## src/logic/vrx_pkg.sv

```systemverilog
package vrx_pkg;

	// --------------------------------------------------
	// Header values a frame must carry to be accepted
	// --------------------------------------------------
	localparam logic [15:0] ETH_TYPE_IPV4 = 16'h0800;
	localparam logic [7:0]  IP_VER_IHL    = 8'h45;
	localparam logic [7:0]  IP_PROTO_UDP  = 8'h11;
	// Station 0 address, station id is added to the last octet
	localparam logic [31:0] IPV4_DST_BASE = {8'd192, 8'd168, 8'd0, 8'd1};
	localparam logic [15:0] UDP_DST_PORT  = 16'd12345;

	// --------------------------------------------------
	// Byte offsets, counted from first byte with rx_dv
	// --------------------------------------------------
	localparam logic [10:0] OFS_ETH_TYPE      = 11'd20;
	localparam logic [10:0] OFS_IP_VER        = 11'd22;
	localparam logic [10:0] OFS_IP_PROTO      = 11'd31;
	localparam logic [10:0] OFS_IP_DST        = 11'd38;
	localparam logic [10:0] OFS_UDP_DST       = 11'd44;
	localparam logic [10:0] OFS_INFO          = 11'd50;
	localparam logic [10:0] OFS_LINE_LO       = 11'd51;
	localparam logic [10:0] OFS_LINE_HI       = 11'd52;
	// Last byte of the video region
	localparam logic [10:0] OFS_VIDEO_END     = 11'd1332;
	// First byte past the aux region of a vidax frame
	localparam logic [10:0] OFS_VIDAX_AUX_END = 11'd1382;

	// Output word widths
	localparam int VIDEO_WORD_W = 29;
	localparam int AUX_WORD_W   = 24;

	// Aux block layout
	localparam int AUX_SAMPLES = 32;
	localparam int AUX_CNT_W   = $clog2(AUX_SAMPLES);

	// Packet-info byte at OFS_INFO
	typedef enum logic [7:0] {
		kind_video = 8'd0,
		kind_audio = 8'd1,
		kind_vidax = 8'd2
	} pkt_kind_t;

	// Aux unpacker states
	typedef enum logic {
		aux_tag,
		aux_samples
	} aux_state_t;

endpackage

```

## src/logic/vrx_payload_if.sv

```systemverilog
`timescale 1ns/1ps

// Byte stream plus region levels, from header filter to payload units
interface vrx_payload_if;

	// Raw GMII byte of the current cycle
	logic [7:0]  byte_d;

	// Region levels, aligned with byte_d
	logic        video_on;
	logic        aux_on;

	// Line info from bytes 51 and 52
	logic [10:0] line_no;
	logic        x_lsb;

	modport source (
		output byte_d, video_on, aux_on, line_no, x_lsb
	);

	modport sink (
		input byte_d, video_on, aux_on, line_no, x_lsb
	);

endinterface

```

## src/logic/udp_hdr_filter.sv

```systemverilog
`timescale 1ns/1ps

module udp_hdr_filter (
	input  logic       clk125,
	input  logic       sys_rst,
	input  logic       id,
	input  logic       rx_dv,
	input  logic [7:0] rxd,
	output logic       packet_en,
	vrx_payload_if.source pl,
	input  logic       aux_done
);
	import vrx_pkg::*;

	logic [10:0] rx_count;
	logic [15:0] eth_type;
	logic [7:0]  ip_ver;
	logic [7:0]  ip_proto;
	logic [31:0] ip_dst;
	logic [15:0] udp_dst;
	logic [31:0] dst_expect;
	logic        hdr_match;
	pkt_kind_t   kind_q;
	pkt_kind_t   kind_in;
	logic        video_act;
	logic        aux_act;
	logic [10:0] line_q;
	logic        x_q;

	// --------------------------------------------------
	// Header field capture
	// --------------------------------------------------
	// Every field is rewritten before byte 50 of each frame
	always_ff @(posedge clk125) begin
		if (rx_dv) begin
			case (rx_count)
				OFS_ETH_TYPE:         eth_type[15:8] <= rxd;
				OFS_ETH_TYPE + 11'd1: eth_type[7:0]  <= rxd;
				OFS_IP_VER:           ip_ver         <= rxd;
				OFS_IP_PROTO:         ip_proto       <= rxd;
				OFS_IP_DST:           ip_dst[31:24]  <= rxd;
				OFS_IP_DST + 11'd1:   ip_dst[23:16]  <= rxd;
				OFS_IP_DST + 11'd2:   ip_dst[15:8]   <= rxd;
				OFS_IP_DST + 11'd3:   ip_dst[7:0]    <= rxd;
				OFS_UDP_DST:          udp_dst[15:8]  <= rxd;
				OFS_UDP_DST + 11'd1:  udp_dst[7:0]   <= rxd;
				OFS_LINE_LO:          line_q[7:0]    <= rxd;
				OFS_LINE_HI: begin
					line_q[10:8] <= rxd[2:0];
					x_q          <= rxd[4];
				end
				default: ;
			endcase
		end
	end

	// Station id selects .1 or .2
	assign dst_expect = IPV4_DST_BASE + {31'd0, id};

	assign hdr_match = (eth_type == ETH_TYPE_IPV4) &&
	                   (ip_ver == IP_VER_IHL) &&
	                   (ip_proto == IP_PROTO_UDP) &&
	                   (ip_dst == dst_expect) &&
	                   (udp_dst == UDP_DST_PORT);

	assign kind_in = pkt_kind_t'(rxd);

	// --------------------------------------------------
	// Byte count and payload regions
	// --------------------------------------------------
	always_ff @(posedge clk125) begin
		if (sys_rst) begin
			rx_count  <= 11'd0;
			packet_en <= 1'b0;
			video_act <= 1'b0;
			aux_act   <= 1'b0;
			kind_q    <= kind_video;
		end else if (!rx_dv) begin
			// End of frame, early or not
			rx_count  <= 11'd0;
			packet_en <= 1'b0;
			video_act <= 1'b0;
			aux_act   <= 1'b0;
		end else begin
			// Saturate so oversized frames cannot re-hit the offsets
			if (rx_count != 11'h7ff)
				rx_count <= rx_count + 11'd1;

			if (rx_count == OFS_INFO && hdr_match) begin
				kind_q <= kind_in;
				case (kind_in)
					kind_video, kind_vidax: packet_en <= 1'b1;
					kind_audio:             aux_act   <= 1'b1;
					default: ;
				endcase
			end

			// Video starts after the two line bytes
			if (rx_count == OFS_LINE_HI && packet_en)
				video_act <= 1'b1;

			if (rx_count == OFS_VIDEO_END) begin
				packet_en <= 1'b0;
				video_act <= 1'b0;
				if (packet_en && kind_q == kind_vidax)
					aux_act <= 1'b1;
			end

			// Vidax aux tail is a fixed window
			if (rx_count == OFS_VIDAX_AUX_END - 11'd1 && kind_q == kind_vidax)
				aux_act <= 1'b0;

			if (aux_done)
				aux_act <= 1'b0;
		end
	end

	// Levels follow rx_dv so a cut frame hands on no stale byte
	assign pl.byte_d   = rxd;
	assign pl.video_on = video_act & rx_dv;
	assign pl.aux_on   = aux_act & rx_dv;
	assign pl.line_no  = line_q;
	assign pl.x_lsb    = x_q;

	// The two payload units must never see the same byte
	a_regions_exclusive: assert property (
		@(posedge clk125) disable iff (sys_rst)
		!(pl.video_on && pl.aux_on)
	);

endmodule

```

## src/logic/video_word_packer.sv

```systemverilog
`timescale 1ns/1ps

module video_word_packer (
	input  logic clk125,
	input  logic sys_rst,
	vrx_payload_if.sink pl,
	output logic [vrx_pkg::VIDEO_WORD_W-1:0] datain,
	output logic recv_en
);

	// Which byte of the pair is on the bus
	typedef enum logic {
		ph_first,
		ph_second
	} phase_t;

	phase_t     phase;
	logic [7:0] first_byte;

	// --------------------------------------------------
	// Pair phase and write strobe
	// --------------------------------------------------
	always_ff @(posedge clk125) begin
		if (sys_rst) begin
			phase   <= ph_first;
			recv_en <= 1'b0;
		end else begin
			recv_en <= 1'b0;
			if (pl.video_on) begin
				if (phase == ph_first) begin
					phase <= ph_second;
				end else begin
					phase   <= ph_first;
					recv_en <= 1'b1;
				end
			end else begin
				// Realign on every new region
				phase <= ph_first;
			end
		end
	end

	// --------------------------------------------------
	// Word assembly
	// --------------------------------------------------
	// Hold the first byte until its partner arrives
	always_ff @(posedge clk125) begin
		if (pl.video_on && phase == ph_first)
			first_byte <= pl.byte_d;
	end

	// Word is only updated on the second byte, so it holds between strobes
	always_ff @(posedge clk125) begin
		if (pl.video_on && phase == ph_second) begin
			datain <= {1'b0, pl.x_lsb, pl.line_no, first_byte, pl.byte_d};
		end
	end

	// Every word of one region carries the same line tag
	a_line_stable: assert property (
		@(posedge clk125) disable iff (sys_rst)
		pl.video_on && $past(pl.video_on) |-> $stable(pl.line_no) && $stable(pl.x_lsb)
	);

endmodule

```

## src/logic/aux_sample_unpacker.sv

```systemverilog
`timescale 1ns/1ps

module aux_sample_unpacker (
	input  logic clk125,
	input  logic sys_rst,
	vrx_payload_if.sink pl,
	output logic [vrx_pkg::AUX_WORD_W-1:0] aux_data_in,
	output logic aux_wr_en,
	output logic aux_done
);
	import vrx_pkg::*;

	aux_state_t           state;
	logic                 tag_cnt;
	logic [AUX_CNT_W-1:0] smp_cnt;
	logic [3:0]           blocks_left;
	logic [11:0]          tag_q;
	logic                 finished;

	// --------------------------------------------------
	// Block sequencing
	// --------------------------------------------------
	always_ff @(posedge clk125) begin
		if (sys_rst) begin
			state       <= aux_tag;
			tag_cnt     <= 1'b0;
			smp_cnt     <= '0;
			blocks_left <= 4'd0;
			aux_wr_en   <= 1'b0;
			finished    <= 1'b0;
		end else begin
			aux_wr_en <= 1'b0;
			if (!pl.aux_on) begin
				state    <= aux_tag;
				tag_cnt  <= 1'b0;
				smp_cnt  <= '0;
				finished <= 1'b0;
			end else if (!finished) begin
				case (state)
					aux_tag: begin
						if (!tag_cnt) begin
							tag_cnt <= 1'b1;
						end else begin
							tag_cnt     <= 1'b0;
							blocks_left <= pl.byte_d[7:4];
							state       <= aux_samples;
						end
					end
					aux_samples: begin
						aux_wr_en <= 1'b1;
						if (smp_cnt == AUX_CNT_W'(AUX_SAMPLES - 1)) begin
							smp_cnt <= '0;
							state   <= aux_tag;
							// Last block, ignore the rest of the region
							if (blocks_left == 4'd1)
								finished <= 1'b1;
						end else begin
							smp_cnt <= smp_cnt + 1'b1;
						end
					end
					default: state <= aux_tag;
				endcase
			end
		end
	end

	// Tag bits and sample word
	always_ff @(posedge clk125) begin
		if (pl.aux_on && !finished) begin
			if (state == aux_tag && !tag_cnt)
				tag_q[7:0] <= pl.byte_d;
			if (state == aux_tag && tag_cnt)
				tag_q[11:8] <= pl.byte_d[3:0];
			if (state == aux_samples)
				aux_data_in <= {tag_q, 4'h0, pl.byte_d};
		end
	end

	assign aux_done = finished;

	// The filter closes the aux region once the last block is done
	a_done_closes_region: assert property (
		@(posedge clk125) disable iff (sys_rst)
		aux_done |=> !pl.aux_on
	);

endmodule

```

## src/logic/gmii_video_rx.sv

```systemverilog
`timescale 1ns/1ps

module gmii_video_rx (
	input  logic       clk125,
	input  logic       sys_rst,
	input  logic       id,
	input  logic [7:0] rxd,
	input  logic       rx_dv,

	// Pixel FIFO write side
	output logic [vrx_pkg::VIDEO_WORD_W-1:0] datain,
	output logic       recv_en,
	output logic       packet_en,

	// Aux FIFO write side
	output logic [vrx_pkg::AUX_WORD_W-1:0]   aux_data_in,
	output logic       aux_wr_en
);

	vrx_payload_if pl ();

	logic aux_done;

	// --------------------------------------------------
	// Header check and region control
	// --------------------------------------------------
	udp_hdr_filter u_filter (
		.clk125    (clk125),
		.sys_rst   (sys_rst),
		.id        (id),
		.rx_dv     (rx_dv),
		.rxd       (rxd),
		.packet_en (packet_en),
		.pl        (pl),
		.aux_done  (aux_done)
	);

	// Pixel pairs
	video_word_packer u_packer (
		.clk125  (clk125),
		.sys_rst (sys_rst),
		.pl      (pl),
		.datain  (datain),
		.recv_en (recv_en)
	);

	// Aux samples
	aux_sample_unpacker u_unpacker (
		.clk125      (clk125),
		.sys_rst     (sys_rst),
		.pl          (pl),
		.aux_data_in (aux_data_in),
		.aux_wr_en   (aux_wr_en),
		.aux_done    (aux_done)
	);

endmodule

```

## config.mk

```make
export PLATFORM = sky130hd
export DESIGN_NAME = gmii_video_rx
export DESIGN_NICKNAME = d
export VERILOG_FILES = /design/src/logic/vrx_pkg.sv /design/src/logic/vrx_payload_if.sv /design/src/logic/udp_hdr_filter.sv /design/src/logic/video_word_packer.sv /design/src/logic/aux_sample_unpacker.sv /design/src/logic/gmii_video_rx.sv
export SDC_FILE = /design/constraint.sdc
export NUM_CORES = 1
export LEC_CHECK = 0
export ABC_AREA = 1
export BUFFER_PORTS_ARGS = -buffer_cell sky130_fd_sc_hd__clkbuf_2
export CAP_MARGIN = 20
export CORE_MARGIN = 5
export CORE_UTILIZATION = 58
export CTS_CLUSTER_SIZE = 12
export DETAILED_ROUTE_END_ITERATION = 6
export PLACE_DENSITY = 0.84
export SYNTH_ARGS = -nofsm -noshare
export SYNTH_HDL_FRONTEND = slang
export SYNTH_SLANG_ARGS = --single-unit
```

## constraint.sdc

```tcl
create_clock -name clk125 -period 2.7 [get_ports clk125]
set_input_delay 0 -clock clk125 [delete_from_list [all_inputs] [get_ports clk125]]
set_output_delay 0 -clock clk125 [all_outputs]
set_load 0.005 [all_outputs]
```

==> reports/results.ini, run 1 <==
[outcome]
status=completed

[cts]
clk_path_buf_depth=2
insertion_delay_ns=0.42
htreeDepth=4
cts_inserted_buffers=17
post_cts_buffers=0
cts.sinks=197
cts-root-buf=clkbuf_16
cts_tree=done
clkTransAtPathRegs_ns=0.07

[timing]
period_minus_slack_ns=1.93
post-route-period-util_pct=71.5
setup_violations=0
drv_slew=0
finClkSkew_ns=0.0111
fmax_ghz=0.518
tns_ns=0
hold_viol=0
tightest_slew_ns=0.706
max_slew_margin_pct=52.7
rsz0062_at_grt=false

[power_and_ir_drop]
swShare_pct=20.2
power_density_nw_per_um2=691
seq_power_share_pct=55.9
intPower_uw=4670
p_leak_uw=0.00320
vdd_ir_drop_max_mv=0.527
p_clk_share_pct=42.6
comb_power_share_pct=1.5
power.switching_uw=1180

[setup_path]
worstPathCellList=nor2_1 -> nand2_1 -> nor2_1 -> nand3_1 -> nor2_2 -> nand3_4 -> nand2_1 -> inv_1 -> nor2_1
crit_family=simple AND/OR/NAND/NOR gates
endpoint_kind=register
crit_top_cell=nor2_1
startpoint_type=register
cpMaxStageDelayCell=nor2_2
timing.rr.end=u_filter.kind_q[4]$_SDFFE_PP0P_
worstPathRequired_ns=3.06
r2r_slack_ns=0.77
startpoint=u_filter.eth_type[8]$_DFFE_PP_
critPathBufInv=1
cp_max_fo=11
slowest_delay_ns=0.48
reg2reg_from=u_filter.eth_type[8]$_DFFE_PP_
arrival_ns=2.29
rr_worst_depth=9
critical_path_class=reg2reg

[route]
highest_layer=met4
drt-met1-wl_mm=5.20
num_vias=4396
postRouteAntennaNets=0
remaining_drc_errors=0
wl_met2_mm=7.41
first_pass_iters=5
first_iter_violations=447
vias_per_cell=5.26
drt_wl_total_mm=14.0
routedWlPerCell_microns=16.7
wl_met3_mm=1.07

[global_route]
grt_start_max_net_pins=29
grt_pass1_vias=4285
antenna_found_initial=0
grt_usage_pct=20.0
grt_pass1_wl_mm=22.3
gr-total-overflow=0

[cells_and_area]
final_util_pct=68.0
final_cells=835
finalNetCount=668
n_antenna_cell=0
drive_gt1_share_pct=20.2
area_growth_pct=16.4
num-fill-cells=784

[hold_path]
holdCritStartpoint=rxd[5]
min_path_type=in2reg
worstHoldPathCells=2
min_to=u_filter.ip_proto[5]$_DFFE_PP_

[die]
die_height_microns=122
rows=41
initial_core_util_pct=58.4
dieArea_sq_um=14900
design.core.area_sq_um=12500
ioPinCount=68
die_w_microns=122

[synth]
yosys.area_share.simple_pct=13.5
muxShareOfSynthArea_pct=0
yosysMostFrequentCell=edfxtp_1
ys.flop_type=edfxtp_1
synth_area_sq_um=7280
synth_area_per_cell_sq_um=13.0
synth_cell_types=34
synth_xor_area_share_pct=0.842
ys_warn_count=0
synth_commonest_cells=edfxtp_1 (160), inv_1 (92), nand2_1 (71), nor2_1 (70), dfxtp_1 (37)
synth_compound_area_share_pct=2.48
synth-seq-cells=197
netlist.top_cell.by_area=edfxtp_1
synth-edff-count=160
yosys.area_share.adder_pct=1.03
ys_seq_area_share_pct=76.2
synthCells=558
synthTopCellsByArea=edfxtp_1 (66%), dfxtp_1 (10%), inv_1 (4.7%)
synth_top_area_share_pct=66.0
synth_top_family_by_area=simple AND/OR/NAND/NOR gates
ys_async_sr_fraction_pct=0

[job]
maxCapViolations=0

[placed_design]
place_congestion=0.866
port_buffers=62
place_inst=801
hpwl_mm=8.77

per-stage QoR:
step	hold slack (ns)	cell area, sq um	total power (uW)	worst slack (ns)
5_1_grt	0.0450	8470	6020	0.518
2_1_floorplan	0.0785	7290	3370	0.608
4_1_cts	0.0426	8470	5860	0.646
3_3_place_gp	0.311	7860	3420	0.805
3_5_place_dp	0.310	7860	3420	0.666
6_report	0.0433	8470	5850	0.769
power by group through the flow:
stage                     logic [uW]  registers, uW  clock network [uW]
after floorplan                 33.0           3340                   0
after global placement          84.1           3340                   0
after detailed placement        86.5           3340                   0
after CTS                       88.4           3270                2500
after global routing            98.6           3270                2650
final                           88.6           3270                2500
layout by cell type (no fill, tap or decap), types with 4 or more instances in the layout:
master / instances
edfxtp_1: 160
xor2_1: 5
conb_1: 5
clkbuf_2: 62
ha_1: 6
dfxtp_1: 37
clkinv_4: 4
clkbuf_16: 17
a21oi_1: 12
nor4_1: 8
nor3_1: 15
nand4_1: 13
inv_6: 4
inv_2: 5
nand3_1: 13
nor2_1: 69
inv_1: 92
buf_4: 14
nand2_1: 71
o21ai_0: 11
layout make-up:
cell class | instances | area [sq um] | share of cell area (%)
Timing Repair Buffer | 78 | 430 | 5.08
Clock buffer | 17 | 425 | 5.02
Sequential cell | 197 | 5550 | 65.5
Inverter | 97 | 364 | 4.30
Tap cell | 172 | 215 | 2.54
Multi-Input combinational cell | 259 | 1320 | 15.6
Clock inverter | 15 | 168 | 1.98
worst max-delay path by stage:
stage	slack (ns)	endpoint	depth (start not counted)
2_1_floorplan	0.61	u_unpacker.aux_data_in[0]$_DFFE_PP_	4
3_3_place_gp	0.81	u_filter.pl.line_no[10]$_DFFE_PP_	5
3_5_place_dp	0.67	u_filter.pl.line_no[9]$_DFFE_PP_	5
4_1_cts	0.65	u_filter.pl.line_no[10]$_DFFE_PP_	5
5_1_grt	0.52	u_filter.kind_q[4]$_SDFFE_PP0P_	9
6_report	0.77	u_filter.kind_q[4]$_SDFFE_PP0P_	9
logic make-up after synthesis:
logic type / count (synthesis)
buffers and inverters: 106
DFF: 197
other: 1
adders and majority gates: 6
AOI/OAI and AO/OA: 32
and+or+nand+nor: 209
xor gates and xnor gates: 7
sequential cells by signal, summed over array words and instances (netlist names), 11 cells and up:
signal and flops:
u_filter.ip_dst 32, u_packer.datain 28, u_unpacker.aux_data_in 20, u_filter.eth_type 16, u_filter.udp_dst 16, u_unpacker.tag_q 12, u_filter.pl.line_no 11, u_filter.rx_count 11
routing by layer:
metal | track usage, % | vias to the layer above
met2 | 36.4 | 216
met4 | 6.23 | 0
met3 | 4.13 | 27
li1 | - | 2048
met1 | 23.9 | 2105
met5 | 0 | -
timing repair:
| item | CTS | global route |
|---|---|---|
| hold endpoints to repair | 3 | 0 |
| hold buffers | 1 | 0 |
| resized for setup | 0 | 0 |
(Power assumes the default switching activity.)
==> inputs of run 2 (changes only) <==
--- a/config.mk
+++ b/config.mk
@@ -5,7 +5,7 @@
 export SDC_FILE = /design/constraint.sdc
 export NUM_CORES = 1
 export LEC_CHECK = 0
-export ABC_AREA = 1
+export ABC_AREA = 0
 export BUFFER_PORTS_ARGS = -buffer_cell sky130_fd_sc_hd__clkbuf_2
 export CAP_MARGIN = 20
 export CORE_MARGIN = 5
==> constraint.sdc (replaced) <==
create_clock -name clk125 -period 2 [get_ports clk125]
set_input_delay 0 -clock clk125 [delete_from_list [all_inputs] [get_ports clk125]]
set_output_delay 0 -clock clk125 [all_outputs]
set_load 0.005 [all_outputs]
==> run 2 against run 1 <==
The run now ends with setup timing left. Sequential power rose by 35%. Fmax fell by 6.5%. Clock skew fell by 0.0034 ns. Final cell count fell by 18%. Clock power rose by 23%. Global-route usage rose by 1.1 points. Critical path depth fell by 3. Via count fell by 7.5%.
==> reports/results.ini, run 2 <==
[outcome]
status=complete, but fails checks  ; was completed
violations=setup timing

[timing]
tightest_slew_ns=0.710  ; was 0.706 ns
tns_ns=-0.291  ; was 0 ns
whs_ns=0.0526  ; was 0.0433 ns
fmax_ghz=0.485  ; was 0.518 GHz
finClkSkew_ns=0.00772  ; was 0.0111 ns
post-route-period-util_pct=103  ; was 71.5%
drv_slew=0  ; unchanged
max_slew_margin_pct=52.5  ; was 52.7%
hold_viol=0  ; unchanged
period_minus_slack_ns=2.06  ; was 1.93 ns
rsz0062_at_grt=true  ; was false
setup_violations=8  ; was 0
finalWorstSetupSlack_ns=-0.0638  ; was 0.769 ns

[cells_and_area]
final_common_cell=edfxtp_1  ; unchanged
area_growth_pct=20.2  ; was 16.4%
n_antenna_cell=0  ; unchanged
fin_area_sq_um=8400  ; was 8470 sq um
layout_common_cells=edfxtp_1 (160), clkbuf_2 (62), dfxtp_1 (37)  ; was edfxtp_1 (160), inv_1 (92), nand2_1 (71)
drive_gt1_share_pct=29.6  ; was 20.2%
final_util_pct=70.5  ; was 68.0%
regMostFlops=u_filter.ip_dst  ; unchanged
top_regs=u_filter.ip_dst (32), u_packer.datain (28), u_unpacker.aux_data_in (20)  ; unchanged
largest_reg_flops=32  ; unchanged
finalNetCount=539  ; was 668

[global_route]
grt_pass1_vias=4116  ; was 4285
antenna_found_initial=0  ; unchanged
grt_start_max_net_pins=29  ; unchanged
grt_pass1_wl_mm=22.8  ; was 22.3 mm
gr-total-overflow=0  ; unchanged
grt_usage_pct=21.2  ; was 20.0%

[cts]
cts.sinks=197  ; unchanged
cts-root-buf=clkbuf_16  ; unchanged
insertion_delay_ns=0.42  ; about the same
htreeDepth=4  ; unchanged
cts_inserted_buffers=17  ; unchanged
clkTransAtPathRegs_ns=0.07  ; about the same
clk_path_buf_depth=2  ; unchanged
cts_tree=done  ; unchanged

[power_and_ir_drop]
power_density_nw_per_um2=907  ; was 691 nW/um^2
power.total_uw=7620  ; was 5850 uW
p_leak_uw=0.00294  ; was 0.00320 uW
vdd_ir_drop_max_mv=0.572  ; was 0.527 mV

[die]
dieArea_sq_um=14300  ; was 14900 sq um
initial_core_util_pct=58.6  ; was 58.4%
rows=40  ; was 41
design.core.area_sq_um=11900  ; was 12500 sq um
die_height_microns=120  ; was 122 microns
ioPinCount=68  ; unchanged
die_w_microns=120  ; was 122 microns

[synth]
synthTopCellsByArea=edfxtp_1 (69%), dfxtp_1 (11%), nand4_1 (1.7%)  ; was edfxtp_1 (66%), dfxtp_1 (10%), inv_1 (4.7%)
ys.flop_type=edfxtp_1  ; unchanged
synth-seq-cells=197  ; unchanged
synth_area_per_cell_sq_um=16.8  ; was 13.0 sq um
netlist.top_cell.by_area=edfxtp_1  ; unchanged
yosysMostFrequentCell=edfxtp_1  ; unchanged
synth_area_sq_um=6980  ; was 7280 sq um
synth_top_area_share_pct=68.8  ; was 66.0%
synth-edff-count=160  ; unchanged
ys_async_sr_fraction_pct=0  ; unchanged
synthCells=415  ; was 558
synth_commonest_cells=edfxtp_1 (160), dfxtp_1 (37), nor2_1 (29), a21oi_1 (22), nand4_1 (19)  ; was edfxtp_1 (160), inv_1 (92), nand2_1 (71), nor2_1 (70), dfxtp_1 (37)
ys_warn_count=0  ; unchanged
synth_cell_types=47  ; was 34
ys_seq_area_share_pct=79.4  ; was 76.2%

[route]
routedWlPerCell_microns=21.1  ; was 16.7 microns
first_pass_iters=5  ; unchanged
first_iter_violations=409  ; was 447
vias_per_cell=5.97  ; was 5.26
drt_wl_total_mm=14.4  ; was 14.0 mm
postRouteAntennaNets=0  ; unchanged
num_vias=4067  ; was 4396
remaining_drc_errors=0  ; unchanged

[setup_path]
critical_path_class=reg2reg  ; unchanged
startpoint_type=register  ; unchanged
worstPathCellList=nor4_2 -> buf_4 -> nand4_1 -> or4_4 -> o21ai_2 -> a21oi_1  ; was nor2_1 -> nand2_1 -> nor2_1 -> nand3_1 -> nor2_2 -> nand3_4 -> nand2_1 -> inv_1 -> nor2_1
cp_max_fo=8  ; was 11
r2r_slack_ns=-0.06  ; was 0.77 ns
arrival_ns=2.36  ; was 2.29 ns
reg2reg_from=u_filter.udp_dst[6]$_DFFE_PP_  ; was u_filter.eth_type[8]$_DFFE_PP_
startpoint=u_filter.udp_dst[6]$_DFFE_PP_  ; was u_filter.eth_type[8]$_DFFE_PP_
rr_worst_depth=6  ; was 9
cp-endpoint=u_filter.kind_q[3]$_SDFFE_PP0P_  ; was u_filter.kind_q[4]$_SDFFE_PP0P_
worstPathRequired_ns=2.30  ; was 3.06 ns
cpMaxStageDelayCell=or4_4  ; was nor2_2
slowest_delay_ns=0.65  ; was 0.48 ns
timing.rr.end=u_filter.kind_q[3]$_SDFFE_PP0P_  ; was u_filter.kind_q[4]$_SDFFE_PP0P_
endpoint_kind=register  ; unchanged

[placed_design]
hpwl_mm=8.69  ; was 8.77 mm
place_congestion=0.877  ; was 0.866
port_buffers=62  ; unchanged
place_area_sq_um=7740  ; was 7860 sq um

[hold_path]
holdCritStartpoint=rx_dv  ; was rxd[5]
min_path_type=in2reg  ; unchanged

[job]
maxCapViolations=0  ; unchanged

run 2: changes by cell type after synthesis, sizes merged, moves of 7 or more:
cell,change
nor3,-8
nand4,+7
a21oi,+7
nand2,-64
nand3,-13
and3,+8
inv,-90
nor2,-46
run 2: worst min-delay path by stage:
stage,endpoint,slack (ns),cells past startpoint
floorplan,u_filter.eth_type[0]$_DFFE_PP_,0.1,0
global placement,aux_wr_en,0.37,1
detailed placement,aux_wr_en,0.37,1
CTS,u_filter.kind_q[5]$_SDFFE_PP0P_,0.04,3
global route,u_filter.ip_dst[13]$_DFFE_PP_,0.05,2
finish,u_filter.kind_q[5]$_SDFFE_PP0P_,0.05,3
run 2: final cells by class:
type | count | area (sq um)
fillers | 701 | 3510
flip-flops and latches | 197 | 5550
well taps | 147 | 184
clock inverters | 14 | 104
inverters | 7 | 26.3
clock buffers | 18 | 429
repair buffers | 99 | 661
multi-input cells | 199 | 1450
run 2: repair_timing:
action                     4_1_cts  5_1_grt
resized for setup               12       11
hold buffers                     1        0
setup buffers                    0        1
hold endpoints to repair        10        0
gates cloned                     0        0
pin swaps                        5        5
setup endpoints to repair       10       53
run 2: critical path: cells and delay by family (launching register included):
family	cells	cell delay [ns]
AND/OR/NAND/NOR	3	1.07
flip-flops	1	0.40
buffers and inverters	1	0.18
AO/OA/AOI/OAI	2	0.28
run 2: metal layers:
metal | vias to the layer above | part of all wire [%] | GRT usage [%]
met2 | 236 | 52 | 36.1
met3 | 47 | 8.0 | 4.71
met5 | - | 0 | 0
met1 | 1969 | 37 | 25.9
li1 | 1815 | - | -
met4 | 0 | 3.4 | 9.81
run 2: where the power goes:
| group | total, uW | leakage, uW | internal [uW] | switching, uW |
|---|---|---|---|---|
| registers | 4410 | 0.00174 | 4410 | 1.92 |
| logic | 122 | 0.000950 | 27.5 | 94.4 |
| clock network | 3080 | 0.000256 | 1600 | 1480 |
run 2: stage by stage:
step / cells / setup WS (ns)
floorplan: 419 / 0.0762
global placement: 647 / -0.00645
detailed placement: 647 / -0.185
CTS: 680 / 0.00357
global route: 681 / -0.151
finish: 681 / -0.0638
run 2: logic make-up after synthesis:
logic type               Yosys count  share of synthesized area, %
buffers and inverters             23                          1.59
XOR/XNOR                           8                          1.00
flip-flops                       197                          79.4
AND/OR/NAND/NOR                  135                          12.9
other                              1                        0.0537
adder cells (fa/ha/maj)            6                          1.08
multiplexers                       7                          1.02
AO/OA/AOI/OAI                     38                          2.94
==> inputs of run 3 (changes only) <==
--- a/config.mk
+++ b/config.mk
@@ -9,10 +9,10 @@
 export BUFFER_PORTS_ARGS = -buffer_cell sky130_fd_sc_hd__clkbuf_2
 export CAP_MARGIN = 20
 export CORE_MARGIN = 5
-export CORE_UTILIZATION = 58
+export CORE_UTILIZATION = 60
 export CTS_CLUSTER_SIZE = 12
 export DETAILED_ROUTE_END_ITERATION = 6
-export PLACE_DENSITY = 0.84
+export PLACE_DENSITY = 0.87
 export SYNTH_ARGS = -nofsm -noshare
 export SYNTH_HDL_FRONTEND = slang
 export SYNTH_SLANG_ARGS = --single-unit
==> constraint.sdc (replaced) <==
create_clock -name clk125 -period 2.6 [get_ports clk125]
set_input_delay 0 -clock clk125 [delete_from_list [all_inputs] [get_ports clk125]]
set_output_delay 0 -clock clk125 [all_outputs]
set_load 0.005 [all_outputs]
==> run 3 against run 2 <==
The flow now finishes without violations. Clock-buffer cell count up 1. First-iteration DRC count up 42%. Final cell count is 4.7% lower. Total power down 23%. Final area down 4.5%. Die area shrank 3.1%. Largest power group unchanged.
==> reports/results.ini, run 3 (synthesized netlist as in run 2, its figures left out) <==
[die]
die_w_microns=118  ; was 120 microns
die_height_microns=118  ; was 120 microns
initial_core_util_pct=61.2  ; was 58.6%
ioPinCount=68  ; unchanged
rows=39  ; was 40
design.core.area_sq_um=11400  ; was 11900 sq um
dieArea_sq_um=13900  ; was 14300 sq um

[timing]
drv_slew=0  ; unchanged
tns_ns=0  ; was -0.291 ns
max_slew_margin_pct=50.1  ; was 52.5%
period_minus_slack_ns=2.39  ; was 2.06 ns
setup_violations=0  ; was 8
hold_viol=0  ; unchanged
fmax_ghz=0.418  ; was 0.485 GHz
post-route-period-util_pct=92.0  ; was 103%
tightest_slew_ns=0.742  ; was 0.710 ns
rsz0062_at_grt=false  ; was true
finClkSkew_ns=0.00698  ; was 0.00772 ns
whs_ns=0.0578  ; was 0.0526 ns

[setup_path]
worstPathRequired_ns=2.90  ; was 2.30 ns
critical_path_class=reg2reg  ; unchanged
cpMaxStageDelayCell=or4_1  ; was or4_4
cp_max_fo=8  ; unchanged
worstPathCellList=inv_1 -> ha_1 -> nor4b_1 -> nand4_1 -> or4_1 -> o21ai_1 -> a21oi_1  ; was nor4_2 -> buf_4 -> nand4_1 -> or4_4 -> o21ai_2 -> a21oi_1
startpoint_type=register  ; unchanged
endpoint_kind=register  ; unchanged
arrival_ns=2.69  ; was 2.36 ns
r2r_slack_ns=0.21  ; was -0.06 ns
slowest_delay_ns=0.71  ; was 0.65 ns

[route]
num_vias=3971  ; was 4067
routedWlPerCell_microns=22.4  ; was 21.1 microns
first_pass_iters=5  ; unchanged
drt_wl_total_mm=14.5  ; was 14.4 mm
remaining_drc_errors=0  ; unchanged
postRouteAntennaNets=0  ; unchanged
first_iter_violations=582  ; was 409
vias_per_cell=6.12  ; was 5.97

[cells_and_area]
drive_gt1_share_pct=22.5  ; was 29.6%
top_regs=u_filter.ip_dst (32), u_packer.datain (28), u_unpacker.aux_data_in (20)  ; unchanged
layout_common_cells=edfxtp_1 (160), clkbuf_2 (62), dfxtp_1 (37)  ; unchanged
n_antenna_cell=0  ; unchanged
final_common_cell=edfxtp_1  ; unchanged
fin_area_sq_um=8020  ; was 8400 sq um
area_growth_pct=14.8  ; was 20.2%
largest_reg_flops=32  ; unchanged
finalNetCount=511  ; was 539
regMostFlops=u_filter.ip_dst  ; unchanged
final_cells=649  ; was 681

[placed_design]
place_inst=616  ; was 647
place_congestion=0.864  ; was 0.877
port_buffers=62  ; unchanged
hpwl_mm=8.55  ; was 8.69 mm
place_area_sq_um=7460  ; was 7740 sq um

[power_and_ir_drop]
p_leak_uw=0.00274  ; was 0.00294 uW
vdd_ir_drop_max_mv=0.822  ; was 0.572 mV
power_density_nw_per_um2=736  ; was 907 nW/um^2
power.total_uw=5900  ; was 7620 uW

[global_route]
grt_start_max_net_pins=29  ; unchanged
gr-total-overflow=0  ; unchanged
grt_pass1_wl_mm=22.4  ; was 22.8 mm
grt_usage_pct=21.4  ; was 21.2%
grt_pass1_vias=3960  ; was 4116
antenna_found_initial=0  ; unchanged

[hold_path]
min_path_type=in2reg  ; unchanged

[cts]
cts_tree=done  ; unchanged
clkTransAtPathRegs_ns=0.07  ; about the same
post_cts_resized=0  ; was 12
insertion_delay_ns=0.43  ; was 0.42 ns
cts-root-buf=clkbuf_16  ; unchanged
cts_inserted_buffers=17  ; unchanged
clk_path_buf_depth=2  ; unchanged
cts.sinks=197  ; unchanged
htreeDepth=4  ; unchanged

[job]
maxCapViolations=0  ; unchanged

[outcome]
status=completed  ; was complete, but fails checks

==> run 3: critical path, delay by kind of cell, from the launching register on <==
kind            cells  cell delay, ns
simple gates        3            1.20
flops               1            0.38
compound gates      2            0.37
fa+ha+maj           1            0.20
buf+inv             1            0.11
==> run 3: area by class of cell <==
| cell class | count | area, sq um |
|---|---|---|
| Multi-Input combinational cell | 199 | 1340 |
| Timing Repair Buffer | 71 | 380 |
| Sequential cell | 197 | 5550 |
| Clock inverter | 13 | 110 |
| Clock buffer | 19 | 433 |
| Tap cell | 143 | 179 |
| Inverter | 7 | 26.3 |
| Fill cell | 649 | 3400 |
==> run 3: worst paths after layout <==
check                                         start                         endpoint  cells after the start
setup / recovery  u_filter.rx_count[0]$_SDFFE_PP0P_  u_filter.kind_q[3]$_SDFFE_PP0P_                      7
hold / removal                               rxd[6]    u_filter.ip_dst[14]$_DFFE_PP_                      2
setup reg to reg  u_filter.rx_count[0]$_SDFFE_PP0P_  u_filter.kind_q[3]$_SDFFE_PP0P_                      7
hold reg to reg    u_filter.pl.line_no[5]$_DFFE_PP_    u_packer.datain[21]$_DFFE_PP_                      0
==> run 3: timing repair <==
action	in CTS	in global routing
hold buffers	1	0
buffers inserted	0	0
hold endpoints to repair	5	0
==> run 3: power breakdown <==
group	internal, uW	switching [uW]
Clock	1310	1100
Sequential	3390	2.77
Combinational	15.9	68.9
Total	4720	1180
==> run 3: routing by layer <==
layer,GRT usage [%],part of all wire (%),up-vias
li1,-,-,1753
met1,25.7,36,1907
met2,36.3,51,272
met3,6.58,10,39
met4,8.46,2.6,0
met5,0,0,-
==> run 3: metrics by stage <==
stage / setup slack [ns] / util [%]
floorplan: 0.526 / -
global placement: 0.526 / 65.4
detailed placement: 0.319 / 65.4
CTS: 0.261 / 70.2
global route: 0.120 / 70.2
finish: 0.207 / 70.2
